[config.mk]
export PLATFORM = sky130hd
export DESIGN_NAME = vn_refresh_top
export DESIGN_NICKNAME = d
export VERILOG_FILES = /design/src/source/vn_refresh_pkg.sv /design/src/source/ib_rom_bank.sv /design/src/source/vn_page_writer.sv /design/src/source/vn_refresh_ctrl.sv /design/src/source/vn_refresh_top.sv /design/src/source/vn_rom_fetch.sv
export VERILOG_INCLUDE_DIRS = /design/src /design/src/source
export SDC_FILE = /design/constraint.sdc
export NUM_CORES = 1
export LEC_CHECK = 0
export BUFFER_PORTS_ARGS = -buffer_cell sky130_fd_sc_hd__buf_2
export CAP_MARGIN = 10
export CORE_MARGIN = 2
export CORE_UTILIZATION = 45
export DETAILED_ROUTE_END_ITERATION = 10
export GPL_ROUTABILITY_DRIVEN = 0
export PLACE_DENSITY = 0.77
export SETUP_SLACK_MARGIN = 0.2
export SYNTH_ARGS = -nofsm -noshare
export SYNTH_HDL_FRONTEND = slang
export SYNTH_SLANG_ARGS = --single-unit
[constraint.sdc]
create_clock -name write_clk -period 1.6 [get_ports write_clk]
set_input_delay 0.4 -clock write_clk [delete_from_list [all_inputs] [get_ports write_clk]]
set_output_delay 0.4 -clock write_clk [all_outputs]
set_load 0.01 [all_outputs]
[src/source/vn_refresh_defs.svh]
`ifndef VN_REFRESH_DEFS_SVH
`define VN_REFRESH_DEFS_SVH

//////////////////////
// sizes
`define VN_ROM_RD_BW        8   // one rom read port
`define VN_PAGES_PER_ITER   16  // pages refreshed per iteration
`define VN_PAGE_ADDR_BW     4   // clog2 of pages per iteration
`define VN_ITERS_PER_GROUP  4   // iterations held by one rom group
`define VN_MAX_ITER         8   // two groups worth of iterations
`define VN_ITER_BW          4   // has to hold VN_MAX_ITER itself

//////////////////////
// rom layout
// type-A region first, type-B region right after it
`define VN_ROM_ADDR_BW      7
`define VN_ROM_B_OFFSET     64  // ITERS_PER_GROUP * PAGES_PER_ITER

// rom content seeds, one per group
`define VN_ROM_SEED_G0      8'h1d
`define VN_ROM_SEED_G1      8'h5a
// word at address x of a group with seed s
`define VN_ROM_WORD(x, s)   ((((x) * 3) + (s)) & 8'hff)

`endif

[src/source/vn_refresh_pkg.sv]
`include "vn_refresh_defs.svh"

package vn_refresh_pkg;

	//////////////////////
	// plain vectors
	typedef logic [`VN_ROM_RD_BW-1:0]    page_data_t; // one table word
	typedef logic [`VN_ROM_ADDR_BW-1:0]  rom_addr_t;
	typedef logic [`VN_PAGE_ADDR_BW-1:0] page_addr_t;
	typedef logic [`VN_ITER_BW-1:0]      iter_cnt_t;  // 0 .. VN_MAX_ITER

	//////////////////////
	// bundles
	typedef struct packed {
		rom_addr_t addr_a; // type-A region
		rom_addr_t addr_b; // type-B region
	} rom_rd_t;

	typedef struct packed {
		page_data_t data_a;
		page_data_t data_b;
	} rom_data_t;

	typedef struct packed {
		logic       we;
		page_addr_t page_addr;
		rom_data_t  data;
	} ram_wr_t; // table ram write port

	typedef enum logic [1:0] {IDLE, LOAD, DRAIN, DONE} refresh_state_t;

endpackage

[src/source/ib_rom_bank.sv]
`timescale 1ns/10ps
`include "vn_refresh_defs.svh"

// one group of iteration rom
// both read ports share the same word array like a true dual port bram
// the lower half is the type-A region, the upper half the type-B region
module ib_rom_bank import vn_refresh_pkg::*; #(
	parameter page_data_t seed = `VN_ROM_SEED_G0 // group content seed
) (
	input  logic      write_clk,
	input  rom_rd_t   rom_rd,   // A and B read addresses
	output rom_data_t rom_dout  // registered, one cycle after rom_rd
);

	localparam int rom_depth = 2 ** `VN_ROM_ADDR_BW; // 128 words

	page_data_t mem [0:rom_depth-1];

	//////////////////////
	// content

	// table word at address x
	function automatic page_data_t rom_word(input int x);
		return page_data_t'(`VN_ROM_WORD(x, seed));
	endfunction

	// fixed content rule, stands in for a memory init file
	// A words of iteration i sit at i*16 .. i*16+15
	// B words of the same iteration at 64 + i*16 ..
	initial begin
		for (int i = 0; i < rom_depth; i++) begin
			mem[i] = rom_word(i);
		end
	end

	//////////////////////
	// read ports

	// port A reads the type-A region
	always_ff @(posedge write_clk) begin
		rom_dout.data_a <= mem[rom_rd.addr_a]; // sync read
	end

	// port B reads the type-B region
	always_ff @(posedge write_clk) begin
		rom_dout.data_b <= mem[rom_rd.addr_b]; // sync read
	end

	// no output register beyond the read latch
	// the fetch block adds its own latch after the group mux

endmodule

[src/source/vn_page_writer.sv]
`timescale 1ns/10ps
`include "vn_refresh_defs.svh"

// turns the latched page stream into table ram writes
// one page per latch_valid, pages 0 .. 15 per iteration
module vn_page_writer import vn_refresh_pkg::*; (
	input  logic      write_clk,
	input  logic      rstn,
	input  logic      run_clear,   // start of a run
	input  logic      latch_valid,
	input  rom_data_t latch_data,
	output ram_wr_t   ram_wr,
	output logic      iter_finish, // last page written this cycle
	output iter_cnt_t iter_cnt     // finished iterations
);

	localparam page_addr_t last_page = page_addr_t'(`VN_PAGES_PER_ITER - 1);

	page_addr_t page_cnt; // page address of the current write

	//////////////////////
	// page address counter

	always_ff @(posedge write_clk or negedge rstn) begin
		if (!rstn)
			page_cnt <= '0;
		else if (run_clear)
			page_cnt <= '0; // new run starts on page 0
		else if (latch_valid) begin
			if (page_cnt == last_page)
				page_cnt <= '0; // wrap for the next iteration
			else
				page_cnt <= page_cnt + 1'b1;
		end
	end

	assign iter_finish = latch_valid && (page_cnt == last_page);

	//////////////////////
	// iteration counter

	// visible one cycle after iter_finish
	always_ff @(posedge write_clk or negedge rstn) begin
		if (!rstn)
			iter_cnt <= '0;
		else if (run_clear)
			iter_cnt <= '0;
		else if (iter_finish)
			iter_cnt <= iter_cnt + 1'b1;
	end

	//////////////////////
	// write command

	assign ram_wr.we        = latch_valid;
	assign ram_wr.page_addr = page_cnt;
	assign ram_wr.data      = latch_data; // A and B words together

	// control must stop fetching once the last iteration is counted
	a_no_write_past_max: assert property (@(posedge write_clk) disable iff (!rstn)
		ram_wr.we |-> (iter_cnt != iter_cnt_t'(`VN_MAX_ITER)));

endmodule

[src/source/vn_refresh_ctrl.sv]
`timescale 1ns/10ps
`include "vn_refresh_defs.svh"

// run configuration and iteration sequencing
// IDLE -> LOAD (16 fetch cycles) -> DRAIN (wait last write) -> LOAD or DONE
module vn_refresh_ctrl import vn_refresh_pkg::*; (
	input  logic      write_clk,
	input  logic      rstn,
	input  logic      start,       // pulse, ignored while busy
	input  iter_cnt_t max_iter,    // sampled on an accepted start
	input  logic      iter_finish, // last page of an iteration written
	input  iter_cnt_t cur_iter,    // finished iterations so far
	output logic      fetch_run,
	output logic      iter_start,
	output logic      busy,
	output logic      done,
	output logic      run_clear    // zeroes the writer counters
);

	localparam page_addr_t last_fetch = page_addr_t'(`VN_PAGES_PER_ITER - 1);

	refresh_state_t state;
	iter_cnt_t      max_q;     // configuration register
	page_addr_t     fetch_cnt; // fetch cycles done in this iteration
	logic           start_ok;  // start seen in IDLE
	iter_cnt_t      next_iter; // count once the pending iteration is in

	assign start_ok  = (state == IDLE) && start;
	assign run_clear = start_ok; // counters are zero before iter_start
	assign next_iter = cur_iter + 1'b1;

	//////////////////////
	// sequencing FSM

	always_ff @(posedge write_clk or negedge rstn) begin
		if (!rstn) begin
			state      <= IDLE;
			max_q      <= '0;
			fetch_run  <= 1'b0;
			iter_start <= 1'b0;
			fetch_cnt  <= '0;
		end else begin
			iter_start <= 1'b0; // pulse by default
			case (state)
				IDLE: begin
					if (start_ok) begin
						max_q <= max_iter;
						if (max_iter == '0)
							state <= DONE; // empty run
						else begin
							state      <= LOAD;
							iter_start <= 1'b1;
						end
					end
				end
				LOAD: begin
					if (iter_start) begin // base address loads now
						fetch_run <= 1'b1;
						fetch_cnt <= '0;
					end else if (fetch_run) begin
						fetch_cnt <= fetch_cnt + 1'b1;
						if (fetch_cnt == last_fetch) begin
							fetch_run <= 1'b0; // 16 pages issued
							state     <= DRAIN;
						end
					end
				end
				DRAIN: begin
					if (iter_finish) begin
						if (next_iter >= max_q)
							state <= DONE;
						else begin
							state      <= LOAD; // cur_iter has moved on by then
							iter_start <= 1'b1;
						end
					end
				end
				default: state <= IDLE; // DONE lasts one cycle
			endcase
		end
	end

	assign busy = (state != IDLE);
	assign done = (state == DONE);

	//////////////////////
	// checks

	a_done_not_fetching: assert property (@(posedge write_clk) disable iff (!rstn)
		!(done && fetch_run));

	// the writer only finishes an iteration after all its fetches are out
	a_finish_in_drain: assert property (@(posedge write_clk) disable iff (!rstn)
		iter_finish |-> (state == DRAIN));

endmodule

[src/source/vn_refresh_top.sv]
`timescale 1ns/10ps
`include "vn_refresh_defs.svh"

// refresh path top
// ctrl -> fetch -> two rom groups -> fetch latch -> page writer -> table ram
module vn_refresh_top import vn_refresh_pkg::*; (
	input  logic      write_clk,
	input  logic      rstn,
	input  logic      start,
	input  iter_cnt_t max_iter,
	output ram_wr_t   ram_wr,
	output iter_cnt_t iter_cnt, // also fed back as cur_iter
	output logic      busy,
	output logic      done
);

	logic      fetch_run;
	logic      iter_start;
	logic      run_clear;
	logic      iter_finish;
	rom_rd_t   rom_rd;       // shared by both groups
	rom_data_t rom_dout_g0;
	rom_data_t rom_dout_g1;
	rom_data_t latch_data;
	logic      latch_valid;

	//////////////////////
	// control

	vn_refresh_ctrl vn_refresh_ctrl_inst (
		.write_clk  (write_clk),
		.rstn       (rstn),
		.start      (start),
		.max_iter   (max_iter),
		.iter_finish(iter_finish),
		.cur_iter   (iter_cnt),
		.fetch_run  (fetch_run),
		.iter_start (iter_start),
		.busy       (busy),
		.done       (done),
		.run_clear  (run_clear)
	);

	//////////////////////
	// rom read path

	vn_rom_fetch vn_rom_fetch_inst (
		.write_clk  (write_clk),
		.rstn       (rstn),
		.fetch_run  (fetch_run),
		.iter_start (iter_start),
		.cur_iter   (iter_cnt),
		.rom_dout_g0(rom_dout_g0),
		.rom_dout_g1(rom_dout_g1),
		.rom_rd     (rom_rd),
		.latch_data (latch_data),
		.latch_valid(latch_valid)
	);

	// both groups are read every cycle, the fetch mux picks one
	ib_rom_bank #(.seed(`VN_ROM_SEED_G0)) ib_rom_g0_inst ( // iterations 0 .. 3
		.write_clk(write_clk),
		.rom_rd   (rom_rd),
		.rom_dout (rom_dout_g0)
	);

	ib_rom_bank #(.seed(`VN_ROM_SEED_G1)) ib_rom_g1_inst ( // iterations 4 .. 7
		.write_clk(write_clk),
		.rom_rd   (rom_rd),
		.rom_dout (rom_dout_g1)
	);

	//////////////////////
	// write path

	vn_page_writer vn_page_writer_inst (
		.write_clk  (write_clk),
		.rstn       (rstn),
		.run_clear  (run_clear),
		.latch_valid(latch_valid),
		.latch_data (latch_data),
		.ram_wr     (ram_wr),
		.iter_finish(iter_finish),
		.iter_cnt   (iter_cnt)
	);

endmodule

[src/source/vn_rom_fetch.sv]
`timescale 1ns/10ps
`include "vn_refresh_defs.svh"

// A/B read address counters, group select and output latch
// addresses go out in the cycle after iter_start and step while fetch_run
// is high, the latched word comes out two cycles after its address
module vn_rom_fetch import vn_refresh_pkg::*; (
	input  logic      write_clk,
	input  logic      rstn,
	input  logic      fetch_run,    // one cycle per page
	input  logic      iter_start,   // loads base address and group
	input  iter_cnt_t cur_iter,     // iteration about to be fetched
	input  rom_data_t rom_dout_g0,  // iterations 0 .. 3
	input  rom_data_t rom_dout_g1,  // iterations 4 .. 7
	output rom_rd_t   rom_rd,
	output rom_data_t latch_data,
	output logic      latch_valid
);

	rom_addr_t addr_a;       // type-A read address
	rom_addr_t addr_b;       // type-B read address
	iter_cnt_t iter_in_grp;  // iteration index inside its group
	rom_addr_t iter_base;    // first A word of that iteration
	logic      grp_sel;      // iteration switch, 1 = group 1
	logic      rd_valid;     // rom data valid this cycle
	rom_data_t grp_data;     // word of the selected group

	//////////////////////
	// base address

	assign iter_in_grp = iter_cnt_t'(cur_iter % `VN_ITERS_PER_GROUP);
	assign iter_base   = rom_addr_t'(iter_in_grp * `VN_PAGES_PER_ITER);

	//////////////////////
	// read address counters

	// both counters restart at every iteration so no wrap is needed
	always_ff @(posedge write_clk or negedge rstn) begin
		if (!rstn) begin
			addr_a <= '0;
			addr_b <= '0;
		end else if (iter_start) begin
			addr_a <= iter_base;
			addr_b <= iter_base + rom_addr_t'(`VN_ROM_B_OFFSET); // B region
		end else if (fetch_run) begin
			addr_a <= addr_a + 1'b1; // next page
			addr_b <= addr_b + 1'b1;
		end
	end

	assign rom_rd.addr_a = addr_a;
	assign rom_rd.addr_b = addr_b;

	// group switch only moves between iterations
	always_ff @(posedge write_clk or negedge rstn) begin
		if (!rstn)
			grp_sel <= 1'b0;
		else if (iter_start)
			grp_sel <= (cur_iter >= iter_cnt_t'(`VN_ITERS_PER_GROUP));
	end

	//////////////////////
	// valid pipe and latch

	// rom latency then latch latency
	always_ff @(posedge write_clk or negedge rstn) begin
		if (!rstn) begin
			rd_valid    <= 1'b0;
			latch_valid <= 1'b0;
		end else begin
			rd_valid    <= fetch_run;
			latch_valid <= rd_valid;
		end
	end

	assign grp_data = grp_sel ? rom_dout_g1 : rom_dout_g0; // group mux

	always_ff @(posedge write_clk) begin
		latch_data <= grp_data; // payload only
	end

	// base plus 16 steps must never reach into the B region
	a_addr_a_in_region: assert property (@(posedge write_clk) disable iff (!rstn)
		fetch_run |-> (addr_a < rom_addr_t'(`VN_ROM_B_OFFSET)));

endmodule
### Word-level counts from Yosys, hierarchy flattened

Memory sizes are Yosys's and may differ from the RTL's. A register that Yosys moved wholly into a read port is not among the register bits.
Cells that the tools add are included.
Widths: inputs -> output; s select.

* register bits: 53
* ROM bits: 2048
* bits of input ports: 7
* output and inout bits: 27
* logic and storage cells: 73
* memories: 2

Memory list
* ib_rom_g0_inst.mem: depth 128, width 8, rd ports 2, clocked after memory_dff 2, write ports 0, RTL line ib_rom_bank.sv:17 `page_data_t mem [0:rom_depth-1];`
* ib_rom_g1_inst.mem: depth 128, width 8, rd ports 2, clocked after memory_dff 2, write ports 0, RTL line ib_rom_bank.sv:17

* $add $sub $neg: 6
* order comparisons: 2
* eq/ne operators: 10
* mux-type cells: 28
* reductions and logical operators: 11

Operators by type and width (count)
* $mux 4: 7
* $mux 7: 4
* $mux 16: 1
* $add 7x1->7 const B: 2
* $mux 2: 7
* $add 4x1->4 const B: 3
* $eq 4x4->1 const B: 2
* $reduce_bool 2->1: 4
* $add 6x7->7 const B: 1
* $mux 1: 7
* $ne 2x2->1 const B: 3
* $pmux 2 s3: 1
* $reduce_and 5->1: 1
* $eq 2x2->1 const B: 2
* $ge 4x3->1 const B: 1
* $ge 4x4->1: 1
* $logic_not 4->1: 1
* $ne 2x1->1 const B: 2
* $reduce_and 2->1: 2
* $eq 2x1->1 const B: 1
* $logic_and 1x1->1: 2
* $logic_not 2->1: 1
* $pmux 1 s2: 1

### Logic depth before layout (Yosys ltp)

* word-level depth: 5
* mapped depth: 6
* depth with buffers taken out: 6

### Hierarchy

A second synthesis with hierarchy kept.

* cells, all modules: 449
* area total of the unflattened synthesis: 4426.7 um^2

Modules (own cells, without submodules)
* vn_rom_fetch: instances 1, cells an instance 103, area an instance 1266.2 um^2, sequential area each 745.7 um^2
* ib_rom_bank at ib_rom_g0_inst: instances 1, cells an instance 110, area an instance 1016.0 um^2, sequential area each 320.3 um^2
* ib_rom_bank at ib_rom_g1_inst: instances 1, cells an instance 107, area an instance 910.9 um^2, sequential area each 320.3 um^2
* vn_refresh_ctrl: instances 1, cells an instance 73, area an instance 721.9 um^2, sequential area each 300.3 um^2
* vn_page_writer: instances 1, cells an instance 56, area an instance 511.7 um^2, sequential area each 200.2 um^2

### Worst setup path before layout

No wires, ideal clock.

* path type: register -> register
* start point: register vn_rom_fetch_inst.addr_a[1]
* end point: register ib_rom_g0_inst.rom_dout[14] (netlist name)
* arrival: 1.555 ns
* data required time: 1.483 ns
* setup slack: -0.072 ns
* stages on the path, launching flop included: 7
* buffers on the path: 0
* clock period less this slack: 1.672 ns
* cell sequence: dfrtp_1 ha_1 ha_1 nor2_1 nor2_1 a311o_1 a22o_1

RTL lines
* start, declared: RTL line vn_rom_fetch.sv:20 `rom_addr_t addr_a;`
* start signal, assigned: RTL line vn_rom_fetch.sv:43 `addr_a <= iter_base;`
* start signal, assigned: RTL line vn_rom_fetch.sv:46 `addr_a <= addr_a + 1'b1;`

==> results.sh <==
export IMPL_status="complete, but fails checks"
export IMPL_violations="negative setup slack"
export IMPL_cts_tree="done"
export IMPL_fmaxAchievable_ghz=0.623
export IMPL_antenna_found_initial=0
export IMPL_drv_slew=0
export IMPL_ys_ff_latch=85
export IMPL_fin_tns_setup_ns=-0.00626
export IMPL_p_int_mw=3.02
export IMPL_drive_above_1_share_pct=42.9
export IMPL_multiInputGateArea_um2=2330
export IMPL_yosys_warnings=0
export IMPL_synthDistinctLibCells=59
export IMPL_postCtsHoldBufs=0
export IMPL_hold_viol_final=0
export IMPL_rows=34
export IMPL_dp_hpwl_um=5330
export IMPL_r2r_start="vn_rom_fetch_inst.addr_a[1]"
export IMPL_clkPwrFrac_pct=43.8
export IMPL_p_leak_nw=2.32
export IMPL_core_area_um2=8810
export IMPL_slew_limit_headroom_pct=68.5
export IMPL_clk_latency_ns=0.36
export IMPL_synthTopCellsByArea="dfxtp_1 (23%), dfrtp_1 (23%), ha_1 (6.4%), mux2_2 (5.5%), o21ai_0 (3.8%)"
export IMPL_h_tree_depth=3
export IMPL_worstPathRequired_ns=1.85
export IMPL_drt_total_wl_um=10600
export IMPL_crit_start="vn_rom_fetch_inst.addr_a[1]"
export IMPL_synth_area_per_cell_um2=9.78
export IMPL_wl_per_cell_um=17.0
export IMPL_netSwitchingPower_mw=0.813
export IMPL_diodes=0
export IMPL_path_max_fanout=6
export IMPL_rr_worst_depth=6
export IMPL_synth_edff_count=0
export IMPL_combPwrFrac_pct=0.7
export IMPL_finClkSkew_ns=0.0120
export IMPL_cts_buffer_depth=2
export IMPL_min_period_ns=1.61
export IMPL_syn_area_um2=4110
export IMPL_root_buffer="clkbuf_8"
export IMPL_layout_nets=541
export IMPL_grt_usage_pct=18.3
export IMPL_async_reset_ff_share_pct=43.5
export IMPL_drtAntennaViolNets=0
export IMPL_fin_crit_sh_pct=100
export IMPL_overflow=0
export IMPL_finalSetupViolations=1
export IMPL_num_io_pins=34
export IMPL_port_buffers=33
export IMPL_cts_sinks=85
export IMPL_critPathCaptureType="flip-flop"
export IMPL_seqPwrFrac_pct=55.5
export IMPL_startpoint_type="flip-flop"
export IMPL_synth_seq_area_share_pct=45.9
export IMPL_clk_pin_slew_ns=0.09
export IMPL_drcViolationCount=0
export IMPL_criticalPathCategory="reg2reg"
export IMPL_syn_inst=420
export IMPL_first_global_vias=3137
export IMPL_seq_area_um2=1910
export IMPL_start_util_pct=46.6
export IMPL_swShare_pct=21.2
export IMPL_power_mw=3.83
export IMPL_rsz0062_at_grt="yes"
export IMPL_drt_initial_drc_count=224
export IMPL_grt_pass1_wl_um=14700
export IMPL_syn_to_final_growth_pct=33.8
export IMPL_tightestPinTransition_ns=0.473
export IMPL_cts_buffers=9
export IMPL_yosysTopAreaCell="dfxtp_1"
export IMPL_syn_nets=448
export IMPL_via_per_inst=5.57
export IMPL_die_h_um=99.5
export IMPL_yosysTopAreaCellShare_pct=23.4
export IMPL_cap_violations=0
export IMPL_die_x_um=99.5
export IMPL_worst_slack_ns=-0.00626
export IMPL_power_density_nw_per_um2=697
export IMPL_dieArea_um2=9910
export IMPL_dr_pass1_iters=6
export IMPL_hp_class="in2async"
export IMPL_num_vias=3489
export IMPL_fillers=659
export IMPL_ir_drop_uv=430
export IMPL_grt_max_degree=38
export IMPL_synth_flop_cell="dfxtp_1"
export IMPL_cp_data_arrival_time_ns=1.86
power groups by stage:
stage	Sequential [mW]	Combinational [mW]	Clock (mW)
3_3_place_gp	2.17	0.0296	0
6_report	2.13	0.0287	1.68
4_1_cts	2.13	0.0298	1.70
5_1_grt	2.13	0.0339	1.79
2_1_floorplan	2.17	0.000833	0
3_5_place_dp	2.17	0.0299	0
Yosys cell counts (2+ instances only):
cell      instances
nor2_1           37
buf_2            12
and2_1            3
buf_6             5
nand2_1          37
mux2_2           20
clkbuf_1          6
inv_1            16
o221ai_1          2
o21ai_0          31
o22ai_1           3
xor2_1            7
nor3_1           13
o311ai_0          2
nor4_1            3
o32ai_1           3
a31oi_1           3
dfxtp_1          48
o31ai_1           2
o21a_1            2
a21boi_0          2
or3_1             2
a21oi_1          18
ha_1             21
a22o_1            3
nand4_1           6
nor2b_1           6
and3_1            2
dfrtp_1          37
buf_4             5
nand2b_1          9
mux2i_1           8
xnor2_1          12
nand3_1           6
a211oi_1          4
state kept, by name, indices dropped and copies added, names as in the netlist:
signal                           flops
ib_rom_g0_inst.rom_dout             16
ib_rom_g1_inst.rom_dout             16
vn_page_writer_inst.iter_cnt         4
vn_page_writer_inst.page_cnt         4
vn_refresh_ctrl_inst.fetch_cnt       4
vn_refresh_ctrl_inst.fetch_run       1
vn_refresh_ctrl_inst.iter_start      1
vn_refresh_ctrl_inst.max_q           4
vn_refresh_ctrl_inst.state           2
vn_rom_fetch_inst.addr_a             7
vn_rom_fetch_inst.addr_b             7
vn_rom_fetch_inst.grp_sel            1
vn_rom_fetch_inst.latch_data        16
vn_rom_fetch_inst.latch_valid        1
vn_rom_fetch_inst.rd_valid           1
layout make-up:
cell class | count | share of cell area [%]
Multi-Input combinational cell | 290 | 42.4
Sequential cell | 85 | 34.8
Timing Repair Buffer | 111 | 15.1
Tap cell | 108 | 2.46
Clock buffer | 11 | 2.39
Clock inverter | 5 | 1.53
Inverter | 16 | 1.37
worst max-delay path: stages (launching register included):
cell and delay (ns):
dfrtp_2 0.47, ha_4 0.20, ha_4 0.16, nor2_4 0.09
nor2_2 0.06, a311o_1 0.28, a22o_1 0.23
per-layer routing:
layer	track usage, %	vias up	part of all wire (%)
li1	-	1647	-
met1	22.0	1690	39
met2	30.5	118	53
met3	5.62	34	4.9
met4	7.48	0	3.2
met5	0	-	0
worst paths after layout:
path	slack, ns	to
worst min register to register	0.41	vn_rom_fetch_inst.latch_valid
max in group asynchronous	1.16	vn_rom_fetch_inst.addr_b[4]
min in group write_clk	0.26	vn_refresh_ctrl_inst.max_q[1]
worst max-delay path	-0.006	ib_rom_g0_inst.rom_dout[14]
worst max register to register	-0.006	ib_rom_g0_inst.rom_dout[14]
worst min-delay path	0.07	vn_refresh_ctrl_inst.fetch_cnt[2]
metrics by stage:
| step | std cells | util, % | worst slack [ns] | hold slack [ns] | area, um^2 |
|---|---|---|---|---|---|
| floorplan | 420 | - | 0.0805 | 0.104 | 4160 |
| global placement | 557 | 50.6 | 0.0840 | 0.381 | 4450 |
| detailed placement | 557 | 50.6 | 0.0491 | 0.380 | 4450 |
| CTS | 593 | 56.3 | 0.0600 | 0.0721 | 4960 |
| global route | 626 | 62.4 | -0.0615 | 0.105 | 5500 |
| finish | 626 | 62.4 | -0.00626 | 0.0690 | 5500 |
layout by cell type (no fill, tap or decap), types with 3 or more instances in the layout:
cell type and n:
nor2b_1 5, inv_6 3, a22o_1 3, buf_6 15
ha_4 10, nor2_2 3, nand2b_4 3, a21oi_1 16
clkbuf_8 9, o21ai_1 11, o22ai_1 3, nand2_1 35
xor2_1 6, nand3_1 5, xnor2_1 12, nor2_1 32
dfrtp_1 20, o21ai_0 19, dfrtp_2 16, mux2i_1 7
dfxtp_1 48, nand2b_1 6, nor3_1 10, ha_1 9
a31oi_1 3, buf_2 29, buf_4 66, nand4_1 6
mux2_2 20, inv_1 12
repair_timing:
item                                    CTS  global route
resized for setup                        37            79
setup buffers                            20            33
endpoints found under the setup margin   28            39
endpoints found under the hold margin     0             0
pin swaps                                11            26
cell families after synthesis:
logic type | Yosys count | share of synthesized area, %
xor+xnor | 19 | 4.05
fa+ha+maj | 21 | 6.40
compound gates | 89 | 13.9
mux | 28 | 7.43
simple gates | 133 | 16.2
flops | 85 | 45.9
buf+inv | 45 | 6.12
(Power assumes the default switching activity.)
